`src/RvcPkg.sv`:
```
package RvcPkg;

  localparam int HalfwordBits = 16;

  // RV32I base opcodes
  localparam logic [6:0] OpImm    = 7'b0010011;
  localparam logic [6:0] OpLoad   = 7'b0000011;
  localparam logic [6:0] OpStore  = 7'b0100011;
  localparam logic [6:0] OpOp     = 7'b0110011;
  localparam logic [6:0] OpLui    = 7'b0110111;
  localparam logic [6:0] OpJal    = 7'b1101111;
  localparam logic [6:0] OpBranch = 7'b1100011;

  localparam logic [4:0] RegZero = 5'd0;
  localparam logic [4:0] RegRa   = 5'd1;
  localparam logic [4:0] RegSp   = 5'd2;

  typedef struct packed {
    logic [3:0] funct4;
    logic [4:0] rdRs1;
    logic [4:0] rs2;
    logic [1:0] op;
  } CrFormat;

  typedef struct packed {
    logic [2:0] funct3;
    logic       immHigh; // Bit 12, sign of the immediate
    logic [4:0] rdRs1;
    logic [4:0] immLow;
    logic [1:0] op;
  } CiFormat;

  typedef struct packed {
    logic [2:0] funct3;
    logic [7:0] imm;
    logic [2:0] rdPrime;
    logic [1:0] op;
  } CiwFormat;

  // cl and cs share one layout, cs also carries the CA arithmetic forms
  typedef struct packed {
    logic [2:0] funct3;
    logic [2:0] immHigh;
    logic [2:0] rs1Prime;
    logic [1:0] immLow;
    logic [2:0] rdRs2Prime;
    logic [1:0] op;
  } ClsFormat;

  typedef struct packed {
    logic [2:0] funct3;
    logic [2:0] offsetHigh;
    logic [2:0] rs1Prime;
    logic [4:0] offsetLow;
    logic [1:0] op;
  } CbFormat;

  typedef struct packed {
    logic [2:0]  funct3;
    logic [10:0] target;
    logic [1:0]  op;
  } CjFormat;

  typedef union packed {
    CrFormat  cr;
    CiFormat  ci;
    CiwFormat ciw;
    ClsFormat cl;
    ClsFormat cs;
    CbFormat  cb;
    CjFormat  cj;
  } CompactFormat;

endpackage

```
`src/CompactInstructionsUnit.sv`:
```
`timescale 1ns/100ps

module CompactInstructionsUnit (
  input  logic [31:0] targetInstruction,
  output logic [31:0] resultInstruction,
  output logic        isIllegal,
  output logic        isUnsupported
);

  localparam logic [31:0] Nop = {12'd0, RvcPkg::RegZero, 3'b000, RvcPkg::RegZero, RvcPkg::OpImm};

  RvcPkg::CompactFormat word;

  logic        isCompressed;
  logic [31:0] expandedInstruction;

  logic [4:0]  ciwRd;
  logic [4:0]  clRs1;
  logic [4:0]  clRd;
  logic [4:0]  csRs1;
  logic [4:0]  csRs2;
  logic [4:0]  cbRs1;

  logic [11:0] addi4spnImm;
  logic [11:0] loadImm;
  logic [11:0] storeImm;
  logic [11:0] ciImm;
  logic [19:0] luiImm;
  logic [11:0] addi16spImm;
  logic [11:0] jumpOffset;
  logic [8:0]  branchRaw;
  logic [12:0] branchOffset;
  logic [2:0]  arithSelect;

  assign word = targetInstruction[RvcPkg::HalfwordBits-1:0];
  assign isCompressed = targetInstruction[1:0] != 2'b11;

  // Compressed registers map onto x8..x15
  assign ciwRd = {2'b01, word.ciw.rdPrime};
  assign clRs1 = {2'b01, word.cl.rs1Prime};
  assign clRd  = {2'b01, word.cl.rdRs2Prime};
  assign csRs1 = {2'b01, word.cs.rs1Prime};
  assign csRs2 = {2'b01, word.cs.rdRs2Prime};
  assign cbRs1 = {2'b01, word.cb.rs1Prime};

  assign addi4spnImm = {2'b00, word.ciw.imm[5:2], word.ciw.imm[7:6],
                        word.ciw.imm[0], word.ciw.imm[1], 2'b00};
  assign loadImm  = {5'd0, word.cl.immLow[0], word.cl.immHigh, word.cl.immLow[1], 2'b00};
  assign storeImm = {5'd0, word.cs.immLow[0], word.cs.immHigh, word.cs.immLow[1], 2'b00};
  assign ciImm    = {{7{word.ci.immHigh}}, word.ci.immLow};
  assign luiImm   = {{15{word.ci.immHigh}}, word.ci.immLow};
  assign addi16spImm = {{3{word.ci.immHigh}}, word.ci.immLow[2:1], word.ci.immLow[3],
                        word.ci.immLow[0], word.ci.immLow[4], 4'b0000};

  // offset[11|4|9:8|10|6|7|3:1|5]
  assign jumpOffset = {word.cj.target[10], word.cj.target[6], word.cj.target[8:7],
                       word.cj.target[4], word.cj.target[5], word.cj.target[0],
                       word.cj.target[9], word.cj.target[3:1], 1'b0};

  // offset[8|4:3] and [7:6|2:1|5]
  assign branchRaw = {word.cb.offsetHigh[2], word.cb.offsetLow[4:3], word.cb.offsetLow[0],
                      word.cb.offsetHigh[1:0], word.cb.offsetLow[2:1], 1'b0};
  assign branchOffset = {{4{branchRaw[8]}}, branchRaw};

  assign arithSelect = {word.cb.offsetHigh[2], word.cs.immLow};

  always_comb begin
    expandedInstruction = Nop;
    isIllegal = 1'b0;
    isUnsupported = 1'b0;

    if (isCompressed) begin
      case (word.cr.op)
        2'b00: begin
          case (word.ciw.funct3)
            3'b000: begin // C.ADDI4SPN
              if (word.ciw.imm == 8'd0) begin
                isIllegal = 1'b1; // Includes the all-zero word
              end else begin
                expandedInstruction = {addi4spnImm, RvcPkg::RegSp, 3'b000, ciwRd,
                                       RvcPkg::OpImm};
              end
            end
            3'b010: begin // C.LW
              expandedInstruction = {loadImm, clRs1, 3'b010, clRd, RvcPkg::OpLoad};
            end
            3'b100: isIllegal = 1'b1; // Reserved
            3'b110: begin // C.SW
              expandedInstruction = {storeImm[11:5], csRs2, csRs1, 3'b010, storeImm[4:0],
                                     RvcPkg::OpStore};
            end
            default: isUnsupported = 1'b1; // FP loads and stores, RV64/128
          endcase
        end

        2'b01: begin
          case (word.ci.funct3)
            3'b000: begin // C.ADDI, C.NOP
              expandedInstruction = {ciImm, word.ci.rdRs1, 3'b000, word.ci.rdRs1,
                                     RvcPkg::OpImm};
            end
            3'b001: begin // C.JAL
              expandedInstruction = {jumpOffset[11], jumpOffset[10:1], jumpOffset[11],
                                     {8{jumpOffset[11]}}, RvcPkg::RegRa, RvcPkg::OpJal};
            end
            3'b010: begin // C.LI
              expandedInstruction = {ciImm, RvcPkg::RegZero, 3'b000, word.ci.rdRs1,
                                     RvcPkg::OpImm};
            end
            3'b011: begin
              if ({word.ci.immHigh, word.ci.immLow} == 6'd0) begin
                isIllegal = 1'b1;
              end else if (word.ci.rdRs1 == RvcPkg::RegSp) begin // C.ADDI16SP
                expandedInstruction = {addi16spImm, RvcPkg::RegSp, 3'b000, RvcPkg::RegSp,
                                       RvcPkg::OpImm};
              end else begin // C.LUI
                expandedInstruction = {luiImm, word.ci.rdRs1, RvcPkg::OpLui};
              end
            end
            3'b100: begin
              case (word.cb.offsetHigh[1:0])
                2'b10: begin // C.ANDI
                  expandedInstruction = {ciImm, cbRs1, 3'b111, cbRs1, RvcPkg::OpImm};
                end
                2'b11: begin
                  case (arithSelect)
                    3'b000: begin // C.SUB
                      expandedInstruction = {7'b0100000, csRs2, csRs1, 3'b000, csRs1,
                                             RvcPkg::OpOp};
                    end
                    3'b001: begin // C.XOR
                      expandedInstruction = {7'b0000000, csRs2, csRs1, 3'b100, csRs1,
                                             RvcPkg::OpOp};
                    end
                    3'b010: begin // C.OR
                      expandedInstruction = {7'b0000000, csRs2, csRs1, 3'b110, csRs1,
                                             RvcPkg::OpOp};
                    end
                    3'b011: begin // C.AND
                      expandedInstruction = {7'b0000000, csRs2, csRs1, 3'b111, csRs1,
                                             RvcPkg::OpOp};
                    end
                    3'b100, 3'b101: isUnsupported = 1'b1; // C.SUBW, C.ADDW
                    default: isIllegal = 1'b1;
                  endcase
                end
                default: isUnsupported = 1'b1; // C.SRLI, C.SRAI
              endcase
            end
            3'b101: begin // C.J
              expandedInstruction = {jumpOffset[11], jumpOffset[10:1], jumpOffset[11],
                                     {8{jumpOffset[11]}}, RvcPkg::RegZero, RvcPkg::OpJal};
            end
            3'b110: begin // C.BEQZ
              expandedInstruction = {branchOffset[12], branchOffset[10:5], RvcPkg::RegZero,
                                     cbRs1, 3'b000, branchOffset[4:1], branchOffset[11],
                                     RvcPkg::OpBranch};
            end
            default: begin // C.BNEZ
              expandedInstruction = {branchOffset[12], branchOffset[10:5], RvcPkg::RegZero,
                                     cbRs1, 3'b001, branchOffset[4:1], branchOffset[11],
                                     RvcPkg::OpBranch};
            end
          endcase
        end

        2'b10: begin
          // Only C.ADD is expanded in this quadrant
          if (word.cr.funct4 == 4'b1001 && word.cr.rs2 != RvcPkg::RegZero) begin
            expandedInstruction = {7'b0000000, word.cr.rs2, word.cr.rdRs1, 3'b000,
                                   word.cr.rdRs1, RvcPkg::OpOp};
          end else begin
            isUnsupported = 1'b1;
          end
        end

        default: begin
        end
      endcase
    end
  end

  // Flagged encodings leave the expansion at the NOP
  always_comb begin
    if (!isCompressed) begin
      resultInstruction = targetInstruction;
    end else begin
      resultInstruction = expandedInstruction;
    end
  end

endmodule

```
`src/InstructionAligner.sv`:
```
`timescale 1ns/100ps

module InstructionAligner #(
  parameter logic [31:0] ResetVector = 32'h0000_0000
) (
  input  logic        clock,
  input  logic        reset,
  input  logic        fetchValid,
  input  logic [31:0] fetchWord,
  input  logic        redirectValid,
  input  logic [31:0] redirectAddress,
  output logic        slot0Valid,
  output logic [31:0] slot0Raw,
  output logic [31:0] slot0Address,
  output logic        slot1Valid,
  output logic [31:0] slot1Raw,
  output logic [31:0] slot1Address
);

  localparam int Half = RvcPkg::HalfwordBits;

  logic [31:0]     nextAddress;
  logic            skipLow;
  logic            pendingValid;
  logic [Half-1:0] pendingHalf;
  logic [31:0]     pendingAddress;

  logic [31:0]     wordAddress;
  logic            skipNow;
  logic            pendingNow;
  logic [Half-1:0] lowHalf;
  logic [Half-1:0] highHalf;
  logic            lowCompressed;
  logic            highCompressed;

  logic            firstValid;
  logic [31:0]     firstRaw;
  logic [31:0]     firstAddress;
  logic            upperFree;
  logic            upperSlot;
  logic            upperPending;
  logic [31:0]     upperRaw;
  logic [31:0]     upperAddress;

  // A redirect in the fetch cycle applies to that same word
  assign wordAddress = redirectValid ? {redirectAddress[31:2], 2'b00} : nextAddress;
  assign skipNow     = redirectValid ? redirectAddress[1] : skipLow;
  assign pendingNow  = pendingValid & ~redirectValid;

  assign lowHalf  = fetchWord[Half-1:0];
  assign highHalf = fetchWord[2*Half-1:Half];
  assign lowCompressed  = lowHalf[1:0] != 2'b11;
  assign highCompressed = highHalf[1:0] != 2'b11;

  always_comb begin
    firstValid   = 1'b0;
    firstRaw     = fetchWord;
    firstAddress = wordAddress;
    if (pendingNow) begin // Straddle completes here
      firstValid   = 1'b1;
      firstRaw     = {lowHalf, pendingHalf};
      firstAddress = pendingAddress;
    end else if (!skipNow) begin
      firstValid = 1'b1;
      firstRaw   = lowCompressed ? {{Half{1'b0}}, lowHalf} : fetchWord;
    end
  end

  // Upper half is consumed only by a full instruction starting at the low half
  assign upperFree    = pendingNow | skipNow | lowCompressed;
  assign upperSlot    = upperFree & highCompressed;
  assign upperPending = upperFree & ~highCompressed;
  assign upperRaw     = {{Half{1'b0}}, highHalf};
  assign upperAddress = wordAddress + 32'd2;

  always_ff @(posedge clock) begin
    if (reset) begin
      nextAddress  <= {ResetVector[31:2], 2'b00};
      skipLow      <= ResetVector[1];
      pendingValid <= 1'b0;
      slot0Valid   <= 1'b0;
      slot1Valid   <= 1'b0;
    end else begin
      slot0Valid <= fetchValid & (firstValid | upperSlot);
      slot1Valid <= fetchValid & firstValid & upperSlot;
      if (fetchValid) begin
        nextAddress  <= wordAddress + 32'd4;
        skipLow      <= 1'b0;
        pendingValid <= upperPending;
      end else if (redirectValid) begin
        nextAddress  <= wordAddress;
        skipLow      <= skipNow;
        pendingValid <= 1'b0;
      end
    end
  end

  always_ff @(posedge clock) begin
    slot0Raw     <= firstValid ? firstRaw : upperRaw;
    slot0Address <= firstValid ? firstAddress : upperAddress;
    slot1Raw     <= upperRaw;
    slot1Address <= upperAddress;
    if (fetchValid && upperPending) begin
      pendingHalf    <= highHalf;
      pendingAddress <= upperAddress;
    end
  end

endmodule

```
`src/FetchExpandUnit.sv`:
```
`timescale 1ns/100ps

module FetchExpandUnit #(
  parameter logic [31:0] ResetVector = 32'h0000_0000
) (
  input  logic        clock,
  input  logic        reset,
  input  logic        fetchValid,
  input  logic [31:0] fetchWord,
  input  logic        redirectValid,
  input  logic [31:0] redirectAddress,
  output logic        slot0Valid,
  output logic [31:0] slot0Instruction,
  output logic [31:0] slot0Address,
  output logic        slot0Illegal,
  output logic        slot0Unsupported,
  output logic        slot1Valid,
  output logic [31:0] slot1Instruction,
  output logic [31:0] slot1Address,
  output logic        slot1Illegal,
  output logic        slot1Unsupported
);

  logic [31:0] slot0Raw;
  logic [31:0] slot1Raw;

  InstructionAligner #(.ResetVector(ResetVector)) aligner0 (
    .clock(clock), .reset(reset),
    .fetchValid(fetchValid), .fetchWord(fetchWord),
    .redirectValid(redirectValid), .redirectAddress(redirectAddress),
    .slot0Valid(slot0Valid), .slot0Raw(slot0Raw), .slot0Address(slot0Address),
    .slot1Valid(slot1Valid), .slot1Raw(slot1Raw), .slot1Address(slot1Address)
  );

  CompactInstructionsUnit expander0 (
    .targetInstruction(slot0Raw), .resultInstruction(slot0Instruction),
    .isIllegal(slot0Illegal), .isUnsupported(slot0Unsupported)
  );

  CompactInstructionsUnit expander1 (
    .targetInstruction(slot1Raw), .resultInstruction(slot1Instruction),
    .isIllegal(slot1Illegal), .isUnsupported(slot1Unsupported)
  );

endmodule

```
`config.mk`:
```
export PLATFORM = sky130hd
export DESIGN_NAME = FetchExpandUnit
export DESIGN_NICKNAME = d
export VERILOG_FILES = /design/src/RvcPkg.sv /design/src/CompactInstructionsUnit.sv /design/src/InstructionAligner.sv /design/src/FetchExpandUnit.sv
export SDC_FILE = /design/constraint.sdc
export NUM_CORES = 1
export LEC_CHECK = 0
export BUFFER_PORTS_ARGS = -buffer_cell sky130_fd_sc_hd__buf_2
export CORE_AREA = 2 2 136 138
export CTS_BUF_LIST = sky130_fd_sc_hd__clkbuf_4
export DETAILED_ROUTE_END_ITERATION = 10
export DIE_AREA = 0 0 138 140
export PLACE_DENSITY = 0.83
export SETUP_SLACK_MARGIN = 0.5
export SYNTH_ARGS = -nofsm -noshare
export SYNTH_HDL_FRONTEND = slang
export SYNTH_SLANG_ARGS = --single-unit
```
`constraint.sdc`:
```
create_clock -name clock -period 5.18 [get_ports clock]
set_input_delay 0.518 -clock clock [delete_from_list [all_inputs] [get_ports clock]]
set_output_delay 0.518 -clock clock [all_outputs]
set_load 0.1 [all_outputs]
```
Word level (Yosys, flattened, before mapping)
Index checks and enable logic that the tools add are counted.
{"block": "word_totals", "output_inout_bits": 134, "in_bits": 68, "reg_bits": 196, "word_cells": 150}
{"block": "op_classes", "n_reduce_logical": 23, "add_sub_neg": 2, "n_eq_ne": 38, "n_bitwise": 11, "n_mux": 64}
{"cell": "one-hot mux 32 bit (7 select lines)", "n": 2}
{"cell": "2-to-1 mux 32 bit", "n": 12}
{"cell": "one-hot mux 31 bit (4 select lines)", "n": 2}
{"cell": "one-hot mux 32 bit (3 select lines)", "n": 2}
{"cell": "one-hot mux 30 bit (3 select lines)", "n": 2}
{"cell": "one-hot mux 32 bit (2 select lines)", "n": 2}
{"cell": "2-to-1 mux 30 bit", "n": 2}
{"cell": "2-to-1 mux 29 bit", "n": 2}
{"cell": "2-to-1 mux 25 bit", "n": 2}
{"cell": "adder 32 x 2 -> 32 bit (second input constant)", "n": 1}
{"cell": "adder 32 x 3 -> 32 bit (second input constant)", "n": 1}
{"cell": "== test 3 bit (second input constant)", "n": 10}
{"cell": "2-to-1 mux 1 bit", "n": 25}
{"cell": "== test 3 x 2 -> 1 bit (second input constant)", "n": 8}
{"cell": "zero test 8 bit", "n": 2}
{"cell": "2-to-1 mux 16 bit", "n": 1}
{"cell": "one-hot mux 1 bit (2 select lines)", "n": 8}
{"cell": "== test 2 bit (second input constant)", "n": 6}
{"cell": "== test 3 x 1 -> 1 bit (second input constant)", "n": 4}
{"cell": "zero test 3 bit", "n": 4}
{"cell": "zero test 6 bit", "n": 2}
{"cell": "OR reduction 6 bit", "n": 2}
{"cell": "== test 5 x 2 -> 1 bit (second input constant)", "n": 2}
{"cell": "nonzero test 5 bit", "n": 2}
{"cell": "12 further kinds", "n": 32}

Longest topological paths before layout
Gate-level depths: netlist (run 1).
{"block": "depth", "ltp_word": 7, "mapped_depth": 12, "mapped_depth_nobuf": 8}

By module
A second synthesis (run 1) with hierarchy kept.
{"block": "unflattened", "hier_cells": 1299, "area_unflattened_um2": 11284.6}
{"mod": "InstructionAligner", "area_each_um2": 7996.4, "seq_area_each_um2": 4404.2, "instances": 1, "cells_each": 767}
{"mod": "CompactInstructionsUnit", "area_each_um2": 1644.1, "seq_area_each_um2": 0.0, "instances": 2, "cells_each": 266}

Worst setup path after synthesis (run 1)
OpenSTA, ideal clock, no wires.
{"block": "synth_timing", "path_kind": "reg2out", "startpoint": "register aligner0.slot1Raw[13]", "endpoint": "output slot1Instruction[7]", "arrival_ps": 3790, "path_slack_ps": 872, "t_required_ps": 4662, "stages_incl_launch_ff": 6, "n_path_buf": 1, "cell_sequence": "dfxtp_1 > clkbuf_1 > or3b_2 > a2111oi_2 > a221oi_1 > o21ai_0"}
{"block": "synth_between", "elab_chain_len": 5, "elab_cells_between_ends": 14, "cone_classes": "7 x eq/ne; 5 x mux; 2 x reduce/logical"}
{"item": "from (decl)", "line": "InstructionAligner.sv:16", "text": "output logic [31:0] slot1Raw,"}
{"item": "from (signal assigned)", "line": "InstructionAligner.sv:101", "text": "slot1Raw <= upperRaw;"}
{"item": "parallel branches: the longest is 3 deep, another holds one-hot mux 32 bit (7 select lines)"}
{"item": "one-hot mux 32 bit (3 select lines) (*)", "line": "CompactInstructionsUnit.sv:73", "text": "case (word.cr.op)"}
{"item": "2-to-1 mux 32 bit (*)", "line": "CompactInstructionsUnit.sv:185", "text": "if (!isCompressed) begin"}
{"item": "to (decl)", "line": "FetchExpandUnit.sv:18", "text": "output logic [31:0] slot1Instruction,"}
Every way passes the cells marked *.

Worst setup path after layout (run 1)
{"block": "layout_timing", "startpoint": "register aligner0.slot1Raw[14]", "endpoint": "output slot1Instruction[8]"}
Same word-level chain as after synthesis.

==> results by group, run 1 <==
Timing
  – Worst-Margin Slew: approximately 1.1 ns
  – Final setup violation count: 0
  – Layout Skew: around 0.033 ns
  – Final Max Tran Viols: 0
  – Worst rel slew slack: 0.258
  – Crit share post-route: 0.802
  – Tmin final: approximately 4.2 ns
  – Fin Setup TNS: 0 ns
  – Hold Violations, Final: 0
  – Peak Freq: around 0.24 GHz
  – RSZ-0062 raised after global routing: false

Yosys
  – Cell Area, Synth: roughly 10,000 um^2
  – Synth Instances: 1,155
  – Post-synth EDFFs: 48
  – Top_reg_cell synth: dfxtp_1
  – Sequential area share after synthesis: 0.431
  – YS warnings: 0
  – Synth top area share: 0.290
  – Synth area leaders: dfxtp_1 (29%), edfxtp_1 (14%), nor2_1 (3.7%), nand2_1 (3.2%), o21ai_0 (3.2%)
  – Synth cell types: 80
  – FFs w/ async S/R, synth: 0
  – Avg Inst Size Synth: between 8 and 9 um^2
  – FF+latch count, synth: 196
  – Post-synth top area cell: dfxtp_1

Setup path
  – Critical Path Start Type: flip-flop
  – Buf+Inv Stages, Crit Path: 2
  – CP required: ~4.7 ns
  – CP Capture Type: output port
  – Crit Path Category: reg2out
  – CP max stage cell: a2111oi_2
  – WP data arrival: 3.64 ns
  – CP Cell Sequence: buf_4, or3b_2, a2111oi_2, a221oi_1, o21ai_0, buf_2
  – Worst path top cell family by delay: compound AO/OA/AOI/OAI gates
  – Crit-path max cell delay: around 0.87 ns
  – CP max FO: 21

Worst hold path
  – Worst min path class: in2reg

Placed design
  – Placement Cell Area: 11,300 um^2
  – Placer Congestion: between 0.9 and 1
  – Port Buf Inserts: around 200
  – Detailed Place HPWL: between 20,000 and 25,000 um

Die
  – Row cnt: 49
  – Die width: ~140 um
  – Die area: slightly below 20,000 um^2
  – Die height: 140 um
  – Core area: ~18,000 um^2
  – Io pins: between 200 and 250
  – Starting Density: 0.575

Route
  – ANT nets after route: 0
  – Wire length per cell: ~22 um
  – Final wirelength: 33,400 um
  – DR iter-0 viols: roughly 1,700
  – First-pass iteration count of the detailed router: 6
  – Drt drc: 0
  – Vias: 10,300
  – DR vias/cell: 6.65

Finish
  – Final instance area: 11,600 um^2
  – Final net count: ~1,400
  – Fillcell total: around 1,500
  – Share of layout cells above drive strength 1: 0.210
  – Area grow syn2layout: 13.5%

GRT
  – Vias in the first global route: around 9,600
  – Largest net degree at the start of global routing: 58
  – Initial antenna violation count: 0
  – Gr usage total: 0.334
  – Global-route wire length before repair: around 52,000 um
  – Grt total ovfl: 0

Power
  – Power per cell area: ~350 nW/um^2
  – Worst vdd ir: 0.240 mV
  – Lkg Pwr: slightly below 5 nW

Clock tree
  – Number of buffers created by CTS: 17
  – CTS tree: built
  – Post-CTS setup repair buffer count: 0
  – Clock slew seen by the registers of the worst setup and hold paths: approximately 0.16 ns
  – Post-CTS Hold Fix Bufs: 0
  – Worst-Skew Late Latency: about 0.60 ns
  – Clk buf depth: 2
  – # resized after CTS: 0
  – Root Driver: clkbuf_4
  – H-tree Lvls: 4
  – Clk sinks: ~200

Run status
  – Status: completed

Run
  – Max-capacitance violation count: 0
[sequential cells by signal (all words and copies together), names as in the netlist]
signal                   flops
aligner0.slot0Raw           32
aligner0.nextAddress        32
aligner0.pendingAddress     32
aligner0.slot0Address       32
aligner0.slot1Raw           16
aligner0.skipLow             1
aligner0.slot1Address       32
aligner0.slot1Valid          1
aligner0.pendingValid        1
aligner0.pendingHalf        16
aligner0.slot0Valid          1
[metrics by stage]
stage | cells | setup WS (ns) | utilization | power (W) | hold WS (ns)
after CTS | 1546 | 1.09 | 0.653 | 0.00400 | 0.0615
after global placement | 1514 | 1.35 | 0.635 | 0.00316 | 0.451
after global routing | 1546 | 0.915 | 0.653 | 0.00415 | 0.0455
after detailed placement | 1514 | 1.29 | 0.635 | 0.00316 | 0.447
final | 1547 | 1.02 | 0.653 | 0.00402 | 0.0857
after floorplan | 1158 | 0.872 | - | 0.00289 | 0.429
[path summary, 6_finish.rpt]
| check | to | cells past startpoint | from | slack (ns) |
|---|---|---|---|---|
| worst max-delay path | slot1Instruction[8] | 6 | aligner0.slot1Raw[14] | 1.02 |
| worst min-delay path | aligner0.slot1Raw[14] | 1 | fetchWord[30] | 0.09 |
| worst max register to register | aligner0.pendingValid | 6 | aligner0.pendingValid | 2.23 |
| worst min register to register | aligner0.slot0Address[28] | 2 | aligner0.pendingAddress[28] | 0.48 |
[cell usage in the layout, fill, tap and decap left out, types with 18 or more instances in the layout]
cell type / n
a21oi_1: 59
a221o_1: 27
a222oi_1: 21
a22o_1: 19
a22oi_1: 19
buf_2: 196
dfxtp_1: 148
edfxtp_1: 48
inv_1: 35
mux2i_1: 28
nand2_1: 88
nand3_1: 47
nand3b_1: 23
nor2_1: 99
nor3_1: 33
o21ai_0: 65
xor2_1: 18
[cell families after synthesis]
family / synth area share
buffers and inverters: 0.0484
adders and majority gates: 0.00245
DFF: 0.431
and+or+nand+nor: 0.198
other: 0.000367
xor gates and xnor gates: 0.0265
muxes: 0.0351
AOI/OAI and AO/OA: 0.258
[report_power, final]
group | switching [W] | internal [W]
clock | 0.000595 | 0.000272
sequential | 0.0000937 | 0.00167
combinational | 0.00111 | 0.000269
total | 0.00180 | 0.00221
[final cells by class]
cell class | instances | area, um^2 | area share
Multi-Input combinational cell | 840 | 5360 | 0.462
Sequential cell | 196 | 4400 | 0.379
Tap cell | 229 | 287 | 0.0247
Clock inverter | 15 | 184 | 0.0158
Inverter | 36 | 135 | 0.0116
Clock buffer | 17 | 128 | 0.0110
Timing Repair Buffer | 213 | 1110 | 0.0955
Antenna cell | 1 | 2.50 | 0.000216
[metal layers]
metal | global-route usage | routed length (um) | vias to the layer above
li1 | - | - | 4643
met1 | 0.459 | 13600 | 4829
met2 | 0.534 | 15300 | 706
met3 | 0.0704 | 3600 | 103
met4 | 0.100 | 930 | 0
met5 | 0 | 0 | -
[synth_stat cells (17+ instances only)]
cell / n
edfxtp_1: 48
a21oi_1: 59
nand3b_1: 23
mux2i_1: 28
nand3_1: 47
a221o_1: 27
a222oi_1: 21
a22o_1: 19
xor2_1: 18
nor3_1: 33
nor2b_1: 17
nand2_1: 88
inv_1: 35
nand4_1: 17
clkbuf_1: 67
o21ai_0: 65
a22oi_1: 19
dfxtp_1: 148
nor2_1: 100
Note: power is estimated with default switching activity, not from simulation.
==> run 2: changes to the inputs <==
- clock period: 5.18 -> 4.1 ns (I/O delays scaled with it)
==> results by group, run 2 (synthesis results as in run 1) <==
Finish
  – Final core area utilization: 0.674 (+0.0210)
  – Share of layout cells above drive strength 1: 0.227 (+0.0172)
  – Final net count: 1,402 (+2.0%)
  – Commonest cells after routing, fill and taps aside: buf_2 (188), dfxtp_1 (144), nor2_1 (99), nand2_1 (88), o21ai_0 (60)
  – Fillcell total: 1,507 (-0.13%)
  – N_diodes: 0 (-1)
  – Area grow syn2layout: 17.1%
  – Final instance area: 12,000 um^2 (+3.2%)
  – Post-route non-filler standard cell count: 1,574 (+1.7%)
  – Commonest non-fill, non-tap cell in the layout: buf_2

Timing
  – Final Max Tran Viols: 0 (unchanged)
  – Tmin final: 3.46 ns
  – Worst hold slack: 0.0636 ns (-0.0221 ns)
  – Hold Violations, Final: 0 (unchanged)
  – Layout Skew: 0.0298 ns (-0.00323 ns)
  – Final setup violation count: 0 (unchanged)
  – Worst-Margin Slew: 1.22 ns (+0.137 ns)
  – Peak Freq: 0.289 GHz
  – RSZ-0062 raised after global routing: false
  – Crit share post-route: 0.845
  – Final worst setup slack: 0.635 ns (-0.388 ns)
  – Worst rel slew slack: 0.165 (-0.0934)

Setup path
  – CP max FO: 21 (unchanged)
  – CP Cell Sequence: buf_4, or3b_2, a2111oi_4, buf_4, or2_2, a221o_1, buf_2
  – CP required: 3.69 ns (-0.97 ns)
  – Most frequent CP cell: buf_4
  – Critical Path Start Type: flip-flop
  – CP Capture Type: output port
  – Crit-path max cell delay: 0.53 ns (-0.34 ns)
  – Crit Path Category: reg2out
  – CP max stage cell: or3b_2
  – WP data arrival: 3.05 ns (-0.59 ns)

Placed design
  – Placed Cells: 1,528 (+0.92%)
  – Placer Congestion: 0.992 (+3.2%)
  – Port Buf Inserts: 196 (unchanged)
  – Placement Cell Area: 11,400 um^2 (+1.2%)
  – Pre-CTS WS: 0.655 ns (-0.637 ns)
  – Detailed Place HPWL: 24,000 um (+0.55%)

Die
  – Io pins: 202 (unchanged)
  – Core area: 17,800 um^2 (unchanged)
  – Row cnt: 49 (unchanged)
  – Starting Density: 0.575 (unchanged)
  – Die area: 19,300 um^2 (unchanged)
  – Die height: 140 um (unchanged)
  – Die width: 138 um (unchanged)

GRT
  – Vias in the first global route: 9,628 (+0.33%)
  – Largest net degree at the start of global routing: 62 (+6.9%)
  – Grt total ovfl: 0 (unchanged)
  – Gr usage total: 0.330 (-0.00397)
  – Global-route wire length before repair: 51,800 um (-1.2%)
  – Initial antenna violation count: 0 (unchanged)

Clock tree
  – Number of buffers created by CTS: 17 (unchanged)
  – Clk sinks: 196 (unchanged)
  – Clk buf depth: 2 (unchanged)
  – Root Driver: clkbuf_4
  – H-tree Lvls: 4 (unchanged)
  – Worst-Skew Late Latency: 0.56 ns (-0.04 ns)
  – Clock slew seen by the registers of the worst setup and hold paths: 0.14 ns (-0.02 ns)
  – CTS tree: built
  – Post-CTS setup repair buffer count: 0 (unchanged)

Route
  – DR iter-0 viols: 1,449 (-14%)
  – Wire length per cell: 21.1 um (-2.2%)
  – Drt drc: 0 (unchanged)
  – ANT nets after route: 0 (unchanged)
  – DR vias/cell: 6.55 (-1.4%)
  – Final wirelength: 33,300 um (-0.47%)
  – Vias: 10,300 (+0.27%)
  – First-pass iteration count of the detailed router: 8 (+2)

Power
  – Reg power frac: 0.434 (-0.005)
  – Power per cell area: 430 nW/um^2 (+24%)
  – Clock power frac: 0.220 (+0.004)
  – Logic gate share of total power: 0.346 (about the same)
  – P_int: 0.00288 W (+30%)
  – Worst vdd ir: 0.282 mV (+18%)
  – Net Sw Power: 0.00227 W (+26%)
  – Sw Ratio: 0.441 (-0.00839)
  – Lkg Pwr: 5.00 nW (+3.1%)

Run
  – Max-capacitance violation count: 0 (unchanged)

Run status
  – Status: completed

Worst hold path
  – Worst min path class: in2reg
==> run 2: cell count changes in the layout (fill, tap and decap cells not counted), moves of 4 or more <==
cell,change
buf_2,-8
buf_4,+14
dfxtp_2,+4
dfxtp_1,-4
o21ai_1,+5
dlygate4sd3_1,+14
clkbuf_4,+7
o21ai_0,-5
==> run 2: worst max-delay path, delay by kind of cell (launching register included) <==
kind | cells | cell delay (ns)
buffers and inverters | 3 | 0.90
DFF | 1 | 0.43
AOI/OAI and AO/OA | 2 | 0.54
and+or+nand+nor | 2 | 0.67
==> run 2: final timing paths <==
check | from | slack, ns | cells past startpoint | endpoint
setup / recovery | aligner0.slot1Raw[13] | 0.64 | 7 | slot1Instruction[15]
hold / removal | fetchWord[22] | 0.06 | 1 | aligner0.slot1Raw[6]
setup reg to reg | aligner0.nextAddress[3] | 1.15 | 8 | aligner0.slot0Address[20]
hold reg to reg | aligner0.pendingHalf[8] | 0.48 | 2 | aligner0.slot0Raw[8]
==> run 2: what timing repair did <==
| action | in CTS | in global routing |
|---|---|---|
| hold buffers | 8 | 6 |
| endpoints found under the setup margin | 3 | 26 |
| hold endpoints to repair | 8 | 6 |
| resized for setup | 2 | 17 |
==> run 2: per-layer routing <==
layer / vias to the layer above / track usage / part of all wire
li1: 4699 / - / -
met5: - / 0 / 0
met1: 4841 / 0.445 / 0.40
met3: 98 / 0.0756 / 0.11
met4: 0 / 0.115 / 0.033
met2: 671 / 0.526 / 0.46
==> run 2: power groups by stage <==
stage	Clock, W	Sequential (W)	Combinational (W)
finish	0.00113	0.00223	0.00178
global route	0.00123	0.00224	0.00185
CTS	0.00115	0.00222	0.00176
detailed placement	0	0.00227	0.00175
global placement	0	0.00227	0.00174
floorplan	0	0.00265	0.00100
==> run 2: cell type report <==
| type | count | area [um^2] | area share |
|---|---|---|---|
| clock buffers | 17 | 128 | 0.0107 |
| clock inverters | 15 | 216 | 0.0181 |
| inverters | 36 | 135 | 0.0113 |
| multi-input cells | 840 | 5420 | 0.452 |
| flip-flops and latches | 196 | 4410 | 0.368 |
| well taps | 229 | 287 | 0.0239 |
| repair buffers | 241 | 1390 | 0.116 |
==> run 2: stage by stage <==
| stage | power [W] | setup TNS, ns |
|---|---|---|
| floorplan | 0.00365 | -0.199 |
| global placement | 0.00401 | 0 |
| detailed placement | 0.00401 | 0 |
| CTS | 0.00513 | 0 |
| global route | 0.00533 | 0 |
| finish | 0.00515 | 0 |
==> run 3: changes to the inputs <==
- clock period: 4.1 -> 3.2 ns (I/O delays scaled with it)
==> results by group, run 3 (synthesis results as in run 1) <==
Setup path
  – R2r setup slk: 0.79 ns (-0.36 ns)
  – CP required: 2.88 ns (-0.81 ns)
  – R2r endpoint: aligner0.slot0Address[14]
  – Critical Path Start Type: flip-flop
  – R2R cell count: 8 (unchanged)
  – Crit Path Category: reg2out
  – CP Cell Sequence: or4_4, buf_4, o21ai_4, nor2_4, buf_6, a221oi_2, o221ai_2, buf_12
  – Crit-path max cell delay: 0.55 ns (+0.02 ns)
  – Buf+Inv Stages, Crit Path: 3 (unchanged)
  – CP max stage cell: or4_4
  – FF-to-FF Start: aligner0.nextAddress[3]
  – CP Capture Type: output port
  – CP max FO: 3 (-86%)
  – WP data arrival: 2.65 ns (-0.40 ns)
  – Worst path top cell family by delay: simple AND/OR/NAND/NOR gates

Finish
  – Final core area utilization: 0.830 (+0.156)
  – Register area: 4480 um^2 (+1.6%)
  – Multi-input gate area: 6250 um^2 (+15%)
  – Share of layout cells above drive strength 1: 0.379 (+0.153)
  – Commonest cells after routing, fill and taps aside: buf_2 (135), dfxtp_1 (122), buf_4 (111), nor2_1 (85), nand2_1 (83)
  – Final instance area: 14,800 um^2 (+23%)
  – Commonest non-fill, non-tap cell in the layout: buf_2
  – Fillcell total: 1,042 (-31%)
  – Final net count: 1,530 (+9.1%)
  – Area grow syn2layout: 44.3%

Timing
  – Peak Freq: 0.337 GHz
  – Tmin final: between 2 and 3 ns
  – Final setup violation count: 0 (unchanged)
  – RSZ-0062 raised after global routing: true
  – Worst hold slack: 0.125 ns (+0.0616 ns)
  – Worst-Margin Slew: 0.864 ns (-0.358 ns)
  – Worst rel slew slack: 0.424 (+0.259)
  – Layout Skew: 0.0420 ns (+0.0121 ns)
  – Final Max Tran Viols: 0 (unchanged)
  – Crit share post-route: 0.927
  – Fin Setup TNS: 0 ns (unchanged)
  – Hold Violations, Final: 0 (unchanged)

Clock tree
  – H-tree Lvls: 4 (unchanged)
  – Worst-Skew Late Latency: 0.60 ns (+0.04 ns)
  – Clock slew seen by the registers of the worst setup and hold paths: 0.18 ns (+0.04 ns)
  – Clk buf depth: 2 (unchanged)
  – CTS tree: built
  – Number of buffers created by CTS: 17 (unchanged)
  – Clk sinks: 196 (unchanged)
  – Root Driver: clkbuf_4

Placed design
  – Port Buf Inserts: 196 (unchanged)
  – Placer Congestion: 0.993 (about the same)
  – Placement Cell Area: 12,300 um^2 (+7.6%)
  – Detailed Place HPWL: 26,000 um (+8.5%)

Route
  – Final wirelength: 39,600 um (+19%)
  – Vias: 11,500 (+11%)
  – ANT nets after route: 0 (unchanged)
  – First-pass iteration count of the detailed router: 7 (-1)
  – DR iter-0 viols: 1,725 (+19%)
  – Wire length per cell: 23.3 um (+10%)
  – DR vias/cell: 6.74 (+2.9%)
  – Drt drc: 0 (unchanged)

Power
  – Lkg Pwr: 6.02 nW (+20%)
  – Worst vdd ir: 0.406 mV (+44%)
  – Tot Pwr: 0.00717 W (+39%)
  – Power per cell area: 486 nW/um^2 (+13%)

Die
  – Row cnt: 49 (unchanged)
  – Die height: 140 um (unchanged)
  – Die area: 19,300 um^2 (unchanged)
  – Io pins: 202 (unchanged)
  – Die width: 138 um (unchanged)
  – Starting Density: 0.575 (unchanged)
  – Core area: 17,800 um^2 (unchanged)

Worst hold path
  – Min-delay src: fetchValid
  – Hold path cells: 2 (+1)
  – Hold EP: aligner0.skipLow
  – Worst min path class: in2reg

GRT
  – Largest net degree at the start of global routing: 65 (+4.8%)
  – Initial antenna violation count: 1 (+1)
  – Vias in the first global route: 10,700 (+11%)
  – Gr usage total: 0.379 (+0.0490)
  – Grt total ovfl: 0 (unchanged)
  – Global-route wire length before repair: 59,200 um (+14%)

Run status
  – Status: completed

Run
  – Max-capacitance violation count: 0 (unchanged)
[run 3: changes by cell type in the layout (fill, tap and decap cells not counted), moves of 10 or more]
cell and delta:
buf_6 +33, o21ai_0 -23, nor2_1 -14, buf_4 +80
dlygate4sd3_1 +18, a21oi_1 -10, o21ai_2 +13, dfxtp_4 +18
buf_12 +49, dfxtp_1 -22, buf_2 -53
[run 3: how the worst max path moves through the flow]
| stage | endpoint | cells past startpoint | slack (ns) | from |
|---|---|---|---|---|
| 3_5_place_dp | aligner0.slot0Address[14] | 8 | 0.49 | redirectValid |
| 4_1_cts | slot1Instruction[8] | 6 | 0.21 | aligner0.slot1Raw[15] |
| 6_report | slot0Instruction[24] | 8 | 0.23 | aligner0.slot0Raw[9] |
| 3_3_place_gp | slot0Instruction[16] | 6 | 0.50 | aligner0.slot0Raw[15] |
| 2_1_floorplan | slot1Instruction[9] | 5 | 0.09 | aligner0.slot1Raw[13] |
| 5_1_grt | slot0Instruction[16] | 6 | 0.13 | aligner0.slot0Raw[7] |
[run 3: cell type report]
cell class / instances / area share
clock inverter: 14 / 0.0114
inverter: 36 / 0.00966
multi-input combinational: 841 / 0.423
antenna: 1 / 0.000170
timing repair buffer: 368 / 0.223
clock buffer: 18 / 0.00915
tap: 229 / 0.0194
sequential: 196 / 0.304
[run 3: per-stage QoR]
stage	worst slack [ns]	cells
2_1_floorplan	0.0899	1158
3_3_place_gp	0.504	1558
3_5_place_dp	0.488	1558
4_1_cts	0.215	1674
5_1_grt	0.132	1703
6_report	0.233	1703
[run 3: power breakdown]
group          internal, W  total [W]  switching, W
Combinational     0.000873    0.00296       0.00209
Sequential         0.00270    0.00283      0.000122
Clock             0.000386    0.00138      0.000993
Total              0.00396    0.00717       0.00320
[run 3: what timing repair did]
action / 4_1_cts / 5_1_grt
endpoints found under the hold margin: 56 / 0
cloned: 1 / 0
setup endpoints to repair: 63 / 60
pin swaps: 57 / 54
hold buffers: 32 / 0
gates resized for setup: 220 / 116
setup buffers: 51 / 28
[run 3: metal layers]
metal  wire length [um]  part of all wire  vias to the layer above  GRT usage
li1                   -                 -                     4962          -
met1              15000              0.38                     5423      0.506
met2              18500              0.47                      907      0.607
met3               4510              0.11                      182     0.0800
met4               1580             0.040                        0      0.149
met5                  0                 0                        -          0
